[src/verilog/lsq_pkg.sv]
package lsq_pkg;

    // slot and queue sizes
    localparam int num_fu_load = 2;
    localparam int lq_idx_bits = 1;
    localparam int sq_size     = 8;
    localparam int sq_idx_bits = 3;

    // cycles from taken request to response pulse
    localparam int mem_latency = 3;

    localparam int xlen      = 32;
    localparam int robn_bits = 5;
    localparam int prn_bits  = 6;

    // load size and signedness
    typedef enum logic [2:0] {
        mem_byte,
        mem_half,
        mem_word,
        mem_byteu,
        mem_halfu
    } mem_func_t;

    // known once data came from the store queue or from memory
    typedef enum logic {
        known,
        no_forward
    } load_state_t;

    // add stage register, feeds the store queue query
    typedef struct packed {
        logic                   valid;
        mem_func_t              func;
        logic [xlen-1:0]        addr;
        logic [prn_bits-1:0]    prn;
        logic [robn_bits-1:0]   robn;
        logic [sq_idx_bits-1:0] tail_store;
    } lu_reg_t;

    // query stage register with the forwarding answer
    typedef struct packed {
        logic                   valid;
        mem_func_t              func;
        logic [xlen-1:0]        addr;
        logic [prn_bits-1:0]    prn;
        logic [robn_bits-1:0]   robn;
        logic [sq_idx_bits-1:0] tail_store;
        logic [xlen-1:0]        value;
        logic                   fwd_valid;
    } lu_fwd_reg_t;

    // one entry per slot, waits for memory and then for the completion bus
    typedef struct packed {
        logic                 valid;
        mem_func_t            func;
        logic [xlen-1:0]      addr;
        logic [xlen-1:0]      data;
        logic [prn_bits-1:0]  prn;
        logic [robn_bits-1:0] robn;
        load_state_t          state;
    } ld_entry_t;

endpackage

[src/verilog/lsq_ifs.sv]
`timescale 1ns/1ps

// one per load slot, answered combinationally by the store queue
interface sq_fwd_if;
    import lsq_pkg::*;

    logic [xlen-1:0]        addr;
    logic [sq_idx_bits-1:0] store_range;
    mem_func_t              func;
    logic [xlen-1:0]        value;
    logic                   fwd_valid;

    modport load  (output addr, store_range, func, input value, fwd_valid);
    modport store (input addr, store_range, func, output value, fwd_valid);
endinterface

// single read port to data memory
interface dcache_req_if;
    import lsq_pkg::*;

    logic                   req_valid;
    logic [lq_idx_bits-1:0] req_idx;
    logic [xlen-1:0]        req_addr;
    // level, high whenever a request can be taken
    logic                   accept;
    // one cycle pulse
    logic                   resp_valid;
    logic [lq_idx_bits-1:0] resp_idx;
    logic [xlen-1:0]        resp_data;

    modport request (output req_valid, req_idx, req_addr);
    modport memory  (input req_valid, req_idx, req_addr,
                     output accept, resp_valid, resp_idx, resp_data);
    modport listen  (input accept, resp_valid, resp_idx, resp_data);
endinterface

[src/verilog/sign_align.sv]
`timescale 1ns/1ps

module sign_align (
    input  logic [lsq_pkg::xlen-1:0] data,
    input  logic [1:0]               addr,
    input  lsq_pkg::mem_func_t       func,
    output logic [lsq_pkg::xlen-1:0] out
);
    import lsq_pkg::*;

    logic [xlen-1:0] shifted;

    // addressed byte down to bit 0
    assign shifted = data >> {addr, 3'b000};

    always_comb begin
        case (func)
            mem_byte: begin
                out = {{(xlen-8){shifted[7]}}, shifted[7:0]};
            end
            mem_byteu: begin
                out = {{(xlen-8){1'b0}}, shifted[7:0]};
            end
            mem_half: begin
                out = {{(xlen-16){shifted[15]}}, shifted[15:0]};
            end
            mem_halfu: begin
                out = {{(xlen-16){1'b0}}, shifted[15:0]};
            end
            // word
            default: begin
                out = shifted;
            end
        endcase
    end

endmodule

[src/verilog/load_arbiter.sv]
`timescale 1ns/1ps

module load_arbiter (
    input  logic [lsq_pkg::num_fu_load-1:0]                    need_mem,
    input  logic [lsq_pkg::num_fu_load-1:0][lsq_pkg::xlen-1:0] entry_addr,
    output logic [lsq_pkg::lq_idx_bits-1:0]                    grant_idx,
    output logic                                               grant_valid,
    dcache_req_if.request dcache
);
    import lsq_pkg::*;

    // fixed priority, slot 0 highest
    always_comb begin
        grant_valid = 1'b0;
        grant_idx   = '0;
        // scan downward so the lowest slot is written last
        for (int i = num_fu_load - 1; i >= 0; i--) begin
            if (need_mem[i]) begin
                grant_valid = 1'b1;
                grant_idx   = lq_idx_bits'(i);
            end
        end
    end

    // request from the winning slot
    assign dcache.req_valid = grant_valid;
    assign dcache.req_idx   = grant_idx;
    assign dcache.req_addr  = entry_addr[grant_idx];

endmodule

[src/verilog/store_queue.sv]
`timescale 1ns/1ps

module store_queue (
    input  logic                            clock,
    input  logic                            reset,
    input  logic                            store_write,
    input  logic [lsq_pkg::sq_idx_bits-1:0] store_idx,
    input  logic [lsq_pkg::xlen-1:0]        store_addr,
    input  logic [lsq_pkg::xlen-1:0]        store_data,
    sq_fwd_if.store sq [lsq_pkg::num_fu_load]
);
    import lsq_pkg::*;

    logic [sq_size-1:0] sq_valid;
    logic [xlen-1:0]    sq_addr [sq_size];
    logic [xlen-1:0]    sq_data [sq_size];

    // written by index from outside
    always_ff @(posedge clock) begin
        if (reset) begin
            sq_valid <= '0;
        end else if (store_write) begin
            sq_valid[store_idx] <= 1'b1;
        end
    end

    always_ff @(posedge clock) begin
        if (store_write) begin
            sq_addr[store_idx] <= store_addr;
            sq_data[store_idx] <= store_data;
        end
    end

    for (genvar g = 0; g < num_fu_load; g++) begin : fwd
        logic            hit;
        logic [xlen-1:0] word;
        logic [xlen-1:0] shifted;

        // entries below store_range are older than the load
        always_comb begin
            hit  = 1'b0;
            word = '0;
            // later match overwrites, youngest older store wins
            for (int i = 0; i < sq_size; i++) begin
                if (sq_valid[i] && sq_idx_bits'(i) < sq[g].store_range
                        && sq_addr[i][xlen-1:2] == sq[g].addr[xlen-1:2]) begin
                    hit  = 1'b1;
                    word = sq_data[i];
                end
            end
        end

        assign shifted = word >> {sq[g].addr[1:0], 3'b000};

        // only the bytes the load asks for
        always_comb begin
            case (sq[g].func)
                mem_byte, mem_byteu: begin
                    sq[g].value = {{(xlen-8){1'b0}}, shifted[7:0]};
                end
                mem_half, mem_halfu: begin
                    sq[g].value = {{(xlen-16){1'b0}}, shifted[15:0]};
                end
                default: begin
                    sq[g].value = shifted;
                end
            endcase
        end

        assign sq[g].fwd_valid = hit;
    end

endmodule

[src/verilog/data_memory.sv]
`timescale 1ns/1ps

module data_memory (
    input logic clock,
    input logic reset,
    dcache_req_if.memory dcache
);
    import lsq_pkg::*;

    logic                   ready;
    logic [mem_latency-1:0] pipe_valid;
    logic [lq_idx_bits-1:0] pipe_idx  [mem_latency];
    logic [xlen-1:0]        pipe_addr [mem_latency];
    logic [15:0]            word_low;

    // always ready once out of reset
    always_ff @(posedge clock) begin
        if (reset) begin
            ready      <= 1'b0;
            pipe_valid <= '0;
        end else begin
            ready      <= 1'b1;
            pipe_valid <= {pipe_valid[mem_latency-2:0], dcache.req_valid && ready};
        end
    end

    // index and address ride along with the valid bits
    always_ff @(posedge clock) begin
        pipe_idx[0]  <= dcache.req_idx;
        pipe_addr[0] <= dcache.req_addr;
        for (int i = 1; i < mem_latency; i++) begin
            pipe_idx[i]  <= pipe_idx[i-1];
            pipe_addr[i] <= pipe_addr[i-1];
        end
    end

    assign dcache.accept     = ready;
    assign dcache.resp_valid = pipe_valid[mem_latency-1];
    assign dcache.resp_idx   = pipe_idx[mem_latency-1];

    // contents rule, inverted word address over plain word address
    assign word_low         = pipe_addr[mem_latency-1][17:2];
    assign dcache.resp_data = {~word_low, word_low};

endmodule

[src/verilog/load_queue.sv]
`timescale 1ns/1ps

module load_queue (
    input  logic clock,
    input  logic reset,
    // from reservation station
    input  logic [lsq_pkg::num_fu_load-1:0]                           issue_valid,
    input  logic [lsq_pkg::num_fu_load-1:0][lsq_pkg::xlen-1:0]        issue_base,
    input  logic [lsq_pkg::num_fu_load-1:0][11:0]                     issue_offset,
    input  lsq_pkg::mem_func_t [lsq_pkg::num_fu_load-1:0]             issue_func,
    input  logic [lsq_pkg::num_fu_load-1:0][lsq_pkg::prn_bits-1:0]    issue_prn,
    input  logic [lsq_pkg::num_fu_load-1:0][lsq_pkg::robn_bits-1:0]   issue_robn,
    input  logic [lsq_pkg::num_fu_load-1:0][lsq_pkg::sq_idx_bits-1:0] issue_tail_store,
    output logic [lsq_pkg::num_fu_load-1:0]                           rs_ready,
    // completion bus
    input  logic [lsq_pkg::num_fu_load-1:0]                           cdb_grant,
    output logic [lsq_pkg::num_fu_load-1:0]                           result_valid,
    output logic [lsq_pkg::num_fu_load-1:0][lsq_pkg::robn_bits-1:0]   result_robn,
    output logic [lsq_pkg::num_fu_load-1:0][lsq_pkg::prn_bits-1:0]    result_prn,
    output logic [lsq_pkg::num_fu_load-1:0][lsq_pkg::xlen-1:0]        result_data,
    // store queue query
    sq_fwd_if.load sq [lsq_pkg::num_fu_load],
    // memory request side
    output logic [lsq_pkg::num_fu_load-1:0]                           need_mem,
    output logic [lsq_pkg::num_fu_load-1:0][lsq_pkg::xlen-1:0]        entry_addr,
    input  logic [lsq_pkg::lq_idx_bits-1:0]                           grant_idx,
    input  logic                                                      grant_valid,
    dcache_req_if.listen dcache
);
    import lsq_pkg::*;

    lu_reg_t     lu_reg     [num_fu_load];
    lu_fwd_reg_t lu_fwd_reg [num_fu_load];
    ld_entry_t   entries    [num_fu_load];

    for (genvar g = 0; g < num_fu_load; g++) begin : slot
        logic issue_take;
        logic taken;
        logic resp_hit;
        logic req_sent;

        // one load per slot in flight
        assign rs_ready[g] = !lu_reg[g].valid && !lu_fwd_reg[g].valid && !entries[g].valid;
        assign issue_take  = issue_valid[g] && rs_ready[g];

        // add stage
        always_ff @(posedge clock) begin
            if (reset) begin
                lu_reg[g].valid <= 1'b0;
            end else begin
                lu_reg[g].valid <= issue_take;
            end
            if (issue_take) begin
                lu_reg[g].func <= issue_func[g];
                // offset sign-extended as in RISC-V loads
                lu_reg[g].addr <= issue_base[g]
                    + {{(xlen-12){issue_offset[g][11]}}, issue_offset[g]};
                lu_reg[g].prn        <= issue_prn[g];
                lu_reg[g].robn       <= issue_robn[g];
                lu_reg[g].tail_store <= issue_tail_store[g];
            end
        end

        // query the store queue from the add register
        assign sq[g].addr        = lu_reg[g].addr;
        assign sq[g].store_range = lu_reg[g].tail_store;
        assign sq[g].func        = lu_reg[g].func;

        always_ff @(posedge clock) begin
            if (reset) begin
                lu_fwd_reg[g].valid <= 1'b0;
            end else begin
                lu_fwd_reg[g].valid <= lu_reg[g].valid;
            end
            if (lu_reg[g].valid) begin
                lu_fwd_reg[g].func       <= lu_reg[g].func;
                lu_fwd_reg[g].addr       <= lu_reg[g].addr;
                lu_fwd_reg[g].prn        <= lu_reg[g].prn;
                lu_fwd_reg[g].robn       <= lu_reg[g].robn;
                lu_fwd_reg[g].tail_store <= lu_reg[g].tail_store;
                lu_fwd_reg[g].value      <= sq[g].value;
                lu_fwd_reg[g].fwd_valid  <= sq[g].fwd_valid;
            end
        end

        // request handshake and response match
        assign taken    = grant_valid && grant_idx == lq_idx_bits'(g) && dcache.accept;
        assign resp_hit = dcache.resp_valid && dcache.resp_idx == lq_idx_bits'(g);

        assign need_mem[g]   = entries[g].valid && entries[g].state == no_forward && !req_sent;
        assign entry_addr[g] = entries[g].addr;

        // entry stage
        always_ff @(posedge clock) begin
            if (reset) begin
                entries[g].valid <= 1'b0;
                req_sent         <= 1'b0;
            end else begin
                if (lu_fwd_reg[g].valid) begin
                    entries[g].valid <= 1'b1;
                    entries[g].state <= lu_fwd_reg[g].fwd_valid ? known : no_forward;
                end else if (result_valid[g] && cdb_grant[g]) begin
                    entries[g].valid <= 1'b0;
                end else if (resp_hit) begin
                    entries[g].state <= known;
                end
                // drops need_mem once memory took the request
                if (lu_fwd_reg[g].valid) begin
                    req_sent <= 1'b0;
                end else if (taken) begin
                    req_sent <= 1'b1;
                end
            end
        end

        always_ff @(posedge clock) begin
            if (lu_fwd_reg[g].valid) begin
                entries[g].func <= lu_fwd_reg[g].func;
                entries[g].addr <= lu_fwd_reg[g].addr;
                entries[g].prn  <= lu_fwd_reg[g].prn;
                entries[g].robn <= lu_fwd_reg[g].robn;
                // forwarded bytes back to their lane, sign_align shifts them down again
                entries[g].data <= lu_fwd_reg[g].value << {lu_fwd_reg[g].addr[1:0], 3'b000};
            end else if (resp_hit) begin
                entries[g].data <= dcache.resp_data;
            end
        end

        // completion outputs
        assign result_valid[g] = entries[g].valid && entries[g].state == known;
        assign result_robn[g]  = entries[g].robn;
        assign result_prn[g]   = entries[g].prn;

        sign_align sign_align_inst (
            .data (entries[g].data),
            .addr (entries[g].addr[1:0]),
            .func (entries[g].func),
            .out  (result_data[g])
        );
    end

endmodule

[src/verilog/load_unit_top.sv]
`timescale 1ns/1ps

module load_unit_top (
    input  logic                                                      clock,
    input  logic                                                      reset,
    input  logic [lsq_pkg::num_fu_load-1:0]                           issue_valid,
    input  logic [lsq_pkg::num_fu_load-1:0][lsq_pkg::xlen-1:0]        issue_base,
    input  logic [lsq_pkg::num_fu_load-1:0][11:0]                     issue_offset,
    input  lsq_pkg::mem_func_t [lsq_pkg::num_fu_load-1:0]             issue_func,
    input  logic [lsq_pkg::num_fu_load-1:0][lsq_pkg::prn_bits-1:0]    issue_prn,
    input  logic [lsq_pkg::num_fu_load-1:0][lsq_pkg::robn_bits-1:0]   issue_robn,
    input  logic [lsq_pkg::num_fu_load-1:0][lsq_pkg::sq_idx_bits-1:0] issue_tail_store,
    output logic [lsq_pkg::num_fu_load-1:0]                           rs_ready,
    input  logic [lsq_pkg::num_fu_load-1:0]                           cdb_grant,
    output logic [lsq_pkg::num_fu_load-1:0]                           result_valid,
    output logic [lsq_pkg::num_fu_load-1:0][lsq_pkg::robn_bits-1:0]   result_robn,
    output logic [lsq_pkg::num_fu_load-1:0][lsq_pkg::prn_bits-1:0]    result_prn,
    output logic [lsq_pkg::num_fu_load-1:0][lsq_pkg::xlen-1:0]        result_data,
    input  logic                                                      store_write,
    input  logic [lsq_pkg::sq_idx_bits-1:0]                           store_idx,
    input  logic [lsq_pkg::xlen-1:0]                                  store_addr,
    input  logic [lsq_pkg::xlen-1:0]                                  store_data
);
    import lsq_pkg::*;

    logic [num_fu_load-1:0]           need_mem;
    logic [num_fu_load-1:0][xlen-1:0] entry_addr;
    logic [lq_idx_bits-1:0]           grant_idx;
    logic                             grant_valid;

    sq_fwd_if     sq_fwd [num_fu_load] ();
    dcache_req_if dcache ();

    load_queue load_queue_inst (
        .clock, .reset,
        .issue_valid, .issue_base, .issue_offset, .issue_func,
        .issue_prn, .issue_robn, .issue_tail_store, .rs_ready,
        .cdb_grant, .result_valid, .result_robn, .result_prn, .result_data,
        .sq (sq_fwd),
        .need_mem, .entry_addr, .grant_idx, .grant_valid,
        .dcache (dcache)
    );

    store_queue store_queue_inst (
        .clock, .reset, .store_write, .store_idx, .store_addr, .store_data,
        .sq (sq_fwd)
    );

    load_arbiter load_arbiter_inst (
        .need_mem, .entry_addr, .grant_idx, .grant_valid,
        .dcache (dcache)
    );

    data_memory data_memory_inst (
        .clock, .reset,
        .dcache (dcache)
    );

endmodule

[config.mk]
export PLATFORM = sky130hd
export DESIGN_NAME = load_unit_top
export DESIGN_NICKNAME = d
export VERILOG_FILES = /design/src/verilog/lsq_pkg.sv /design/src/verilog/lsq_ifs.sv /design/src/verilog/sign_align.sv /design/src/verilog/load_arbiter.sv /design/src/verilog/store_queue.sv /design/src/verilog/data_memory.sv /design/src/verilog/load_queue.sv /design/src/verilog/load_unit_top.sv
export SDC_FILE = /design/constraint.sdc
export NUM_CORES = 2
export LEC_CHECK = 0
export BUFFER_PORTS_ARGS = -buffer_cell sky130_fd_sc_hd__buf_2
export CAP_MARGIN = 0
export CORE_ASPECT_RATIO = 1.2
export CORE_MARGIN = 2
export CORE_UTILIZATION = 50
export DETAILED_ROUTE_END_ITERATION = 7
export PLACE_DENSITY = 0.79
export SETUP_SLACK_MARGIN = 0.3
export SLEW_MARGIN = 20
export SYNTH_ARGS = -nofsm -noshare
export SYNTH_HDL_FRONTEND = slang
export SYNTH_SLANG_ARGS = --single-unit
[constraint.sdc]
create_clock -name clock -period 9 [get_ports clock]
set_input_delay 1.8 -clock clock [delete_from_list [all_inputs] [get_ports clock]]
set_output_delay 1.8 -clock clock [all_outputs]
set_load 0.005 [all_outputs]
==> run summary <==
Area contributors post-synth = edfxtp_1, xnor2_1, xor2_1
first-pass GRT wire length = 177000 um
PD cells = 200 nW/um^2
Syn. warnings = 0
Reg with most FFs = store_queue_inst.sq_data
Setup Viol. Count Final = 0
number of global-route vias before repair = 27500
number of port buffers = 283
worst reg2reg path endpoint = load_queue_inst.lu_fwd_reg[1][1]$_DFFE_PP_
Min-Delay Path Depth = 0
RSZ-0062 raised after global routing = false
crit-path max FO = 33
number of standard cells in the final layout excluding fillers = 4746
worst-skew pair later-pin latency = 0.65 ns
DIE AREA = 85300 sq um
Hold Path Origin = data_memory_inst.pipe_addr[0][7]$_DFF_P_
TritonCTS clock tree = yes
time the final worst path needs with I/O delays and setup = 5.83 ns
TritonCTS buffer count = 87
beginning of the worst register-to-register path = load_queue_inst.lu_reg[1][20]$_DFFE_PP_
required arrival time at the worst endpoint = 9.36 ns
Core Region = 82200 sq um
Max VDD drop = 191 uV
clock transition at the registers of the reported paths = 0.06 ns
level count of the clock H-tree = 3
count of buffering cells on the critical path with inverters included = 2
worst reg2reg setup slack = 3.17 ns
post-synth top area share = 57.5%
leading area contributor after synthesis = edfxtp_1
Primary FF master, synth = edfxtp_1
transition time at the pin with the least slew margin = 1.22 ns
number of buffers inserted for hold repair after clock tree synthesis = 0
postcts setup bufs = 0
routability-driven placement congestion ratio = 0.984
sequential area share after synthesis = 60.7%
Final Max Slew Viols = 0
fraction of layout cells with a size suffix above 1 = 16.0%
Total Nets Final = 3813
per-cell routed wire length = 26.0 um
number of distinct library cell variants in the gate-level netlist after synthesis = 76
max-cap viol count = 0
die height = 320 um
Gates resized, CTS repair = 0
worst r2r path cells = 13
DRC violation count after routing = 0
most used cell, CP = buf_4
Mapped Nets = 3598
final count of hold timing violations = 0
final clock skew = 0.0273 ns
hold-critical path endpoint = data_memory_inst.pipe_addr[0][39]$_DFF_P_
Mapped Area = 41500 sq um
total routing usage reported by global routing = 28.5%
share of the clock period used by the worst path = 64.8%
status = complete, no violations
static leakage power = 16.4 nW
registers with the most flip-flops = store_queue_inst.sq_data (224), store_queue_inst.sq_addr (210)
largest net degree at the start of global routing = 68
count of routing violations after the opening detailed-route iteration = 3678
buffer type at the clock tree root = clkbuf_16
area added between synthesis and finish = 13.1%
Post-DRT Antenna Nets = 0
category of the worst setup path launch point = flip-flop
maximum frequency from static timing analysis = 171 MHz
maximum clock insertion buffer count = 3
FFs w/ async S/R, synth = 0%
crit end category = flip-flop
remaining global-route overflow = 0
number of placed I/O pins = 286
starting density of the core = 50.5%
number of antenna violations at the first check in global routing = 16
number of clock sinks = 862
number of flip-flops under the largest register name = 224
count of TritonRoute iterations in the first routing pass = 6
number of filler cells placed in the layout = 6493
std cell rows = 115
via density per instance = 6.05
routed vias = 28700
sum of net half-perimeters after detailed placement = 82500 um
cells traversed along the worst timing path = xnor2_1 -> nand4_1 -> nor4_2 -> and4_1 -> buf_4 -> nor2_1 -> o21ai_4 -> buf_4 -> o22ai_1 -> a221oi_1 -> nand2_1 -> o21ai_0 -> mux2i_1
worst hold-check path type = flip-flop to flip-flop
cell with the largest stage delay on the worst path = edfxtp_1
number of enable flip-flop cells after synthesis = 794
gate family responsible for the most delay along the worst path = simple AND/OR/NAND/NOR gates
Placed Cells = 4572
Setup Total Neg Slack = 0 ns
worst endpoint data arrival time = 6.19 ns
post-synthesis register bit count = 862
number of instances in the synthesized netlist = 3338
biggest cell delay along the critical path = 0.97 ns
Die Width = 267 um
headroom to the max-slew limit = 17.6%
total length of routed wires = 123000 um
Post-Syn Area per Cell = 12.4 sq um
kind of critical path = flip-flop to flip-flop
worst max-delay path by stage:
stage | start | endpoint | slack [ns] | cells after the start
2_1_floorplan | store_idx[0] | store_queue_inst.sq_addr[0][10]$_DFFE_PP_ | 2.19 | 2
5_1_grt | load_queue_inst.lu_reg[1][20]$_DFFE_PP_ | load_queue_inst.lu_fwd_reg[1][6]$_DFFE_PP_ | 3.13 | 13
4_1_cts | load_queue_inst.lu_reg[1][20]$_DFFE_PP_ | load_queue_inst.lu_fwd_reg[1][1]$_DFFE_PP_ | 3.53 | 13
3_5_place_dp | issue_base[0] | load_queue_inst.lu_reg[0][44]$_DFFE_PP_ | 3.52 | 16
6_report | load_queue_inst.lu_reg[1][20]$_DFFE_PP_ | load_queue_inst.lu_fwd_reg[1][1]$_DFFE_PP_ | 3.17 | 13
3_3_place_gp | issue_base[0] | load_queue_inst.lu_reg[0][44]$_DFFE_PP_ | 3.57 | 16
final cells by class:
| type | instances | area (sq um) | share of cell area, % |
|---|---|---|---|
| antenna | 10 | 25.0 | 0.0533 |
| clock inverter | 58 | 647 | 1.38 |
| inverter | 49 | 184 | 0.392 |
| sequential | 862 | 25200 | 53.7 |
| timing repair buffer | 342 | 1870 | 3.99 |
| clock buffer | 103 | 2370 | 5.06 |
| multi-input combinational | 2211 | 15200 | 32.5 |
| tap | 1111 | 1390 | 2.96 |
worst reg2reg max path: stages (launching register included):
cell      delay [ns]
edfxtp_1        0.97
xnor2_1         0.21
nand4_1         0.32
nor4_2          0.93
and4_1          0.35
buf_4           0.45
nor2_1          0.20
o21ai_4         0.20
buf_4           0.42
o22ai_1         0.19
a221oi_1        0.97
nand2_1         0.12
o21ai_0         0.12
mux2i_1         0.11
per-stage QoR:
stage | cell area, sq um | util, % | setup WS [ns] | power (mW) | hold slack [ns]
floorplan | 41500 | - | 2.19 | 5.30 | 0.310
global placement | 43900 | 53.4 | 3.57 | 5.64 | 0.310
detailed placement | 43900 | 53.4 | 3.52 | 5.66 | 0.312
CTS | 46900 | 57.1 | 3.53 | 9.41 | 0.323
global route | 46900 | 57.1 | 3.13 | 9.66 | 0.330
finish | 46900 | 57.1 | 3.17 | 9.41 | 0.323
layout by cell type (no fill, tap or decap), types with 35 or more instances in the layout:
cell,synthesis,final
buf_4,28,56
inv_1,49,49
nor2_1,194,187
nor2b_1,51,51
a21oi_1,264,264
a21o_1,35,35
a211oi_1,38,38
o21ai_0,132,132
o22ai_1,42,42
xor2_1,186,186
edfxtp_1,794,794
clkbuf_16,0,92
buf_2,56,284
ha_1,62,62
nand2_1,251,250
xnor2_1,293,293
mux2i_1,140,140
dfxtp_1,68,64
nor4_1,44,42
nand4_1,86,86
mux2_2,41,41
where the power goes:
| group | leakage [nW] | internal [mW] | total (mW) | switching, mW |
|---|---|---|---|---|
| combinational | 7.05 | 0.337 | 0.816 | 0.479 |
| sequential | 7.90 | 4.56 | 4.79 | 0.228 |
| clock | 1.47 | 2.24 | 3.80 | 1.56 |
| total | 16.4 | 7.14 | 9.41 | 2.26 |
cell families (layout without fill, tap and decap cells):
family	count (synthesis)	after routing	synth area share (%)
compound gates	697	697	10.4
xor+xnor	479	479	10.1
fa+ha+maj	64	64	1.97
buf+inv	265	552	2.86
flops	862	862	60.7
mux	181	181	4.49
other cells	0	10	0
simple gates	790	790	9.40
routing by layer:
metal	up-vias	GRT usage [%]	routed length, um
met2	1785	46.4	57900
met4	4	19.1	9300
met5	-	0	28
met3	424	6.11	13100
met1	13700	34.1	42900
li1	12800	-	-
cell usage after synthesis, drive strengths merged (68+ instances only):
cell type,instances
clkbuf,108
a21oi,265
buf,108
nand4,86
mux2i,140
dfxtp,68
edfxtp,794
nor2,194
xnor2,293
xor2,186
nand2,252
o21ai,137
Note: power is estimated with default switching activity, not from simulation.
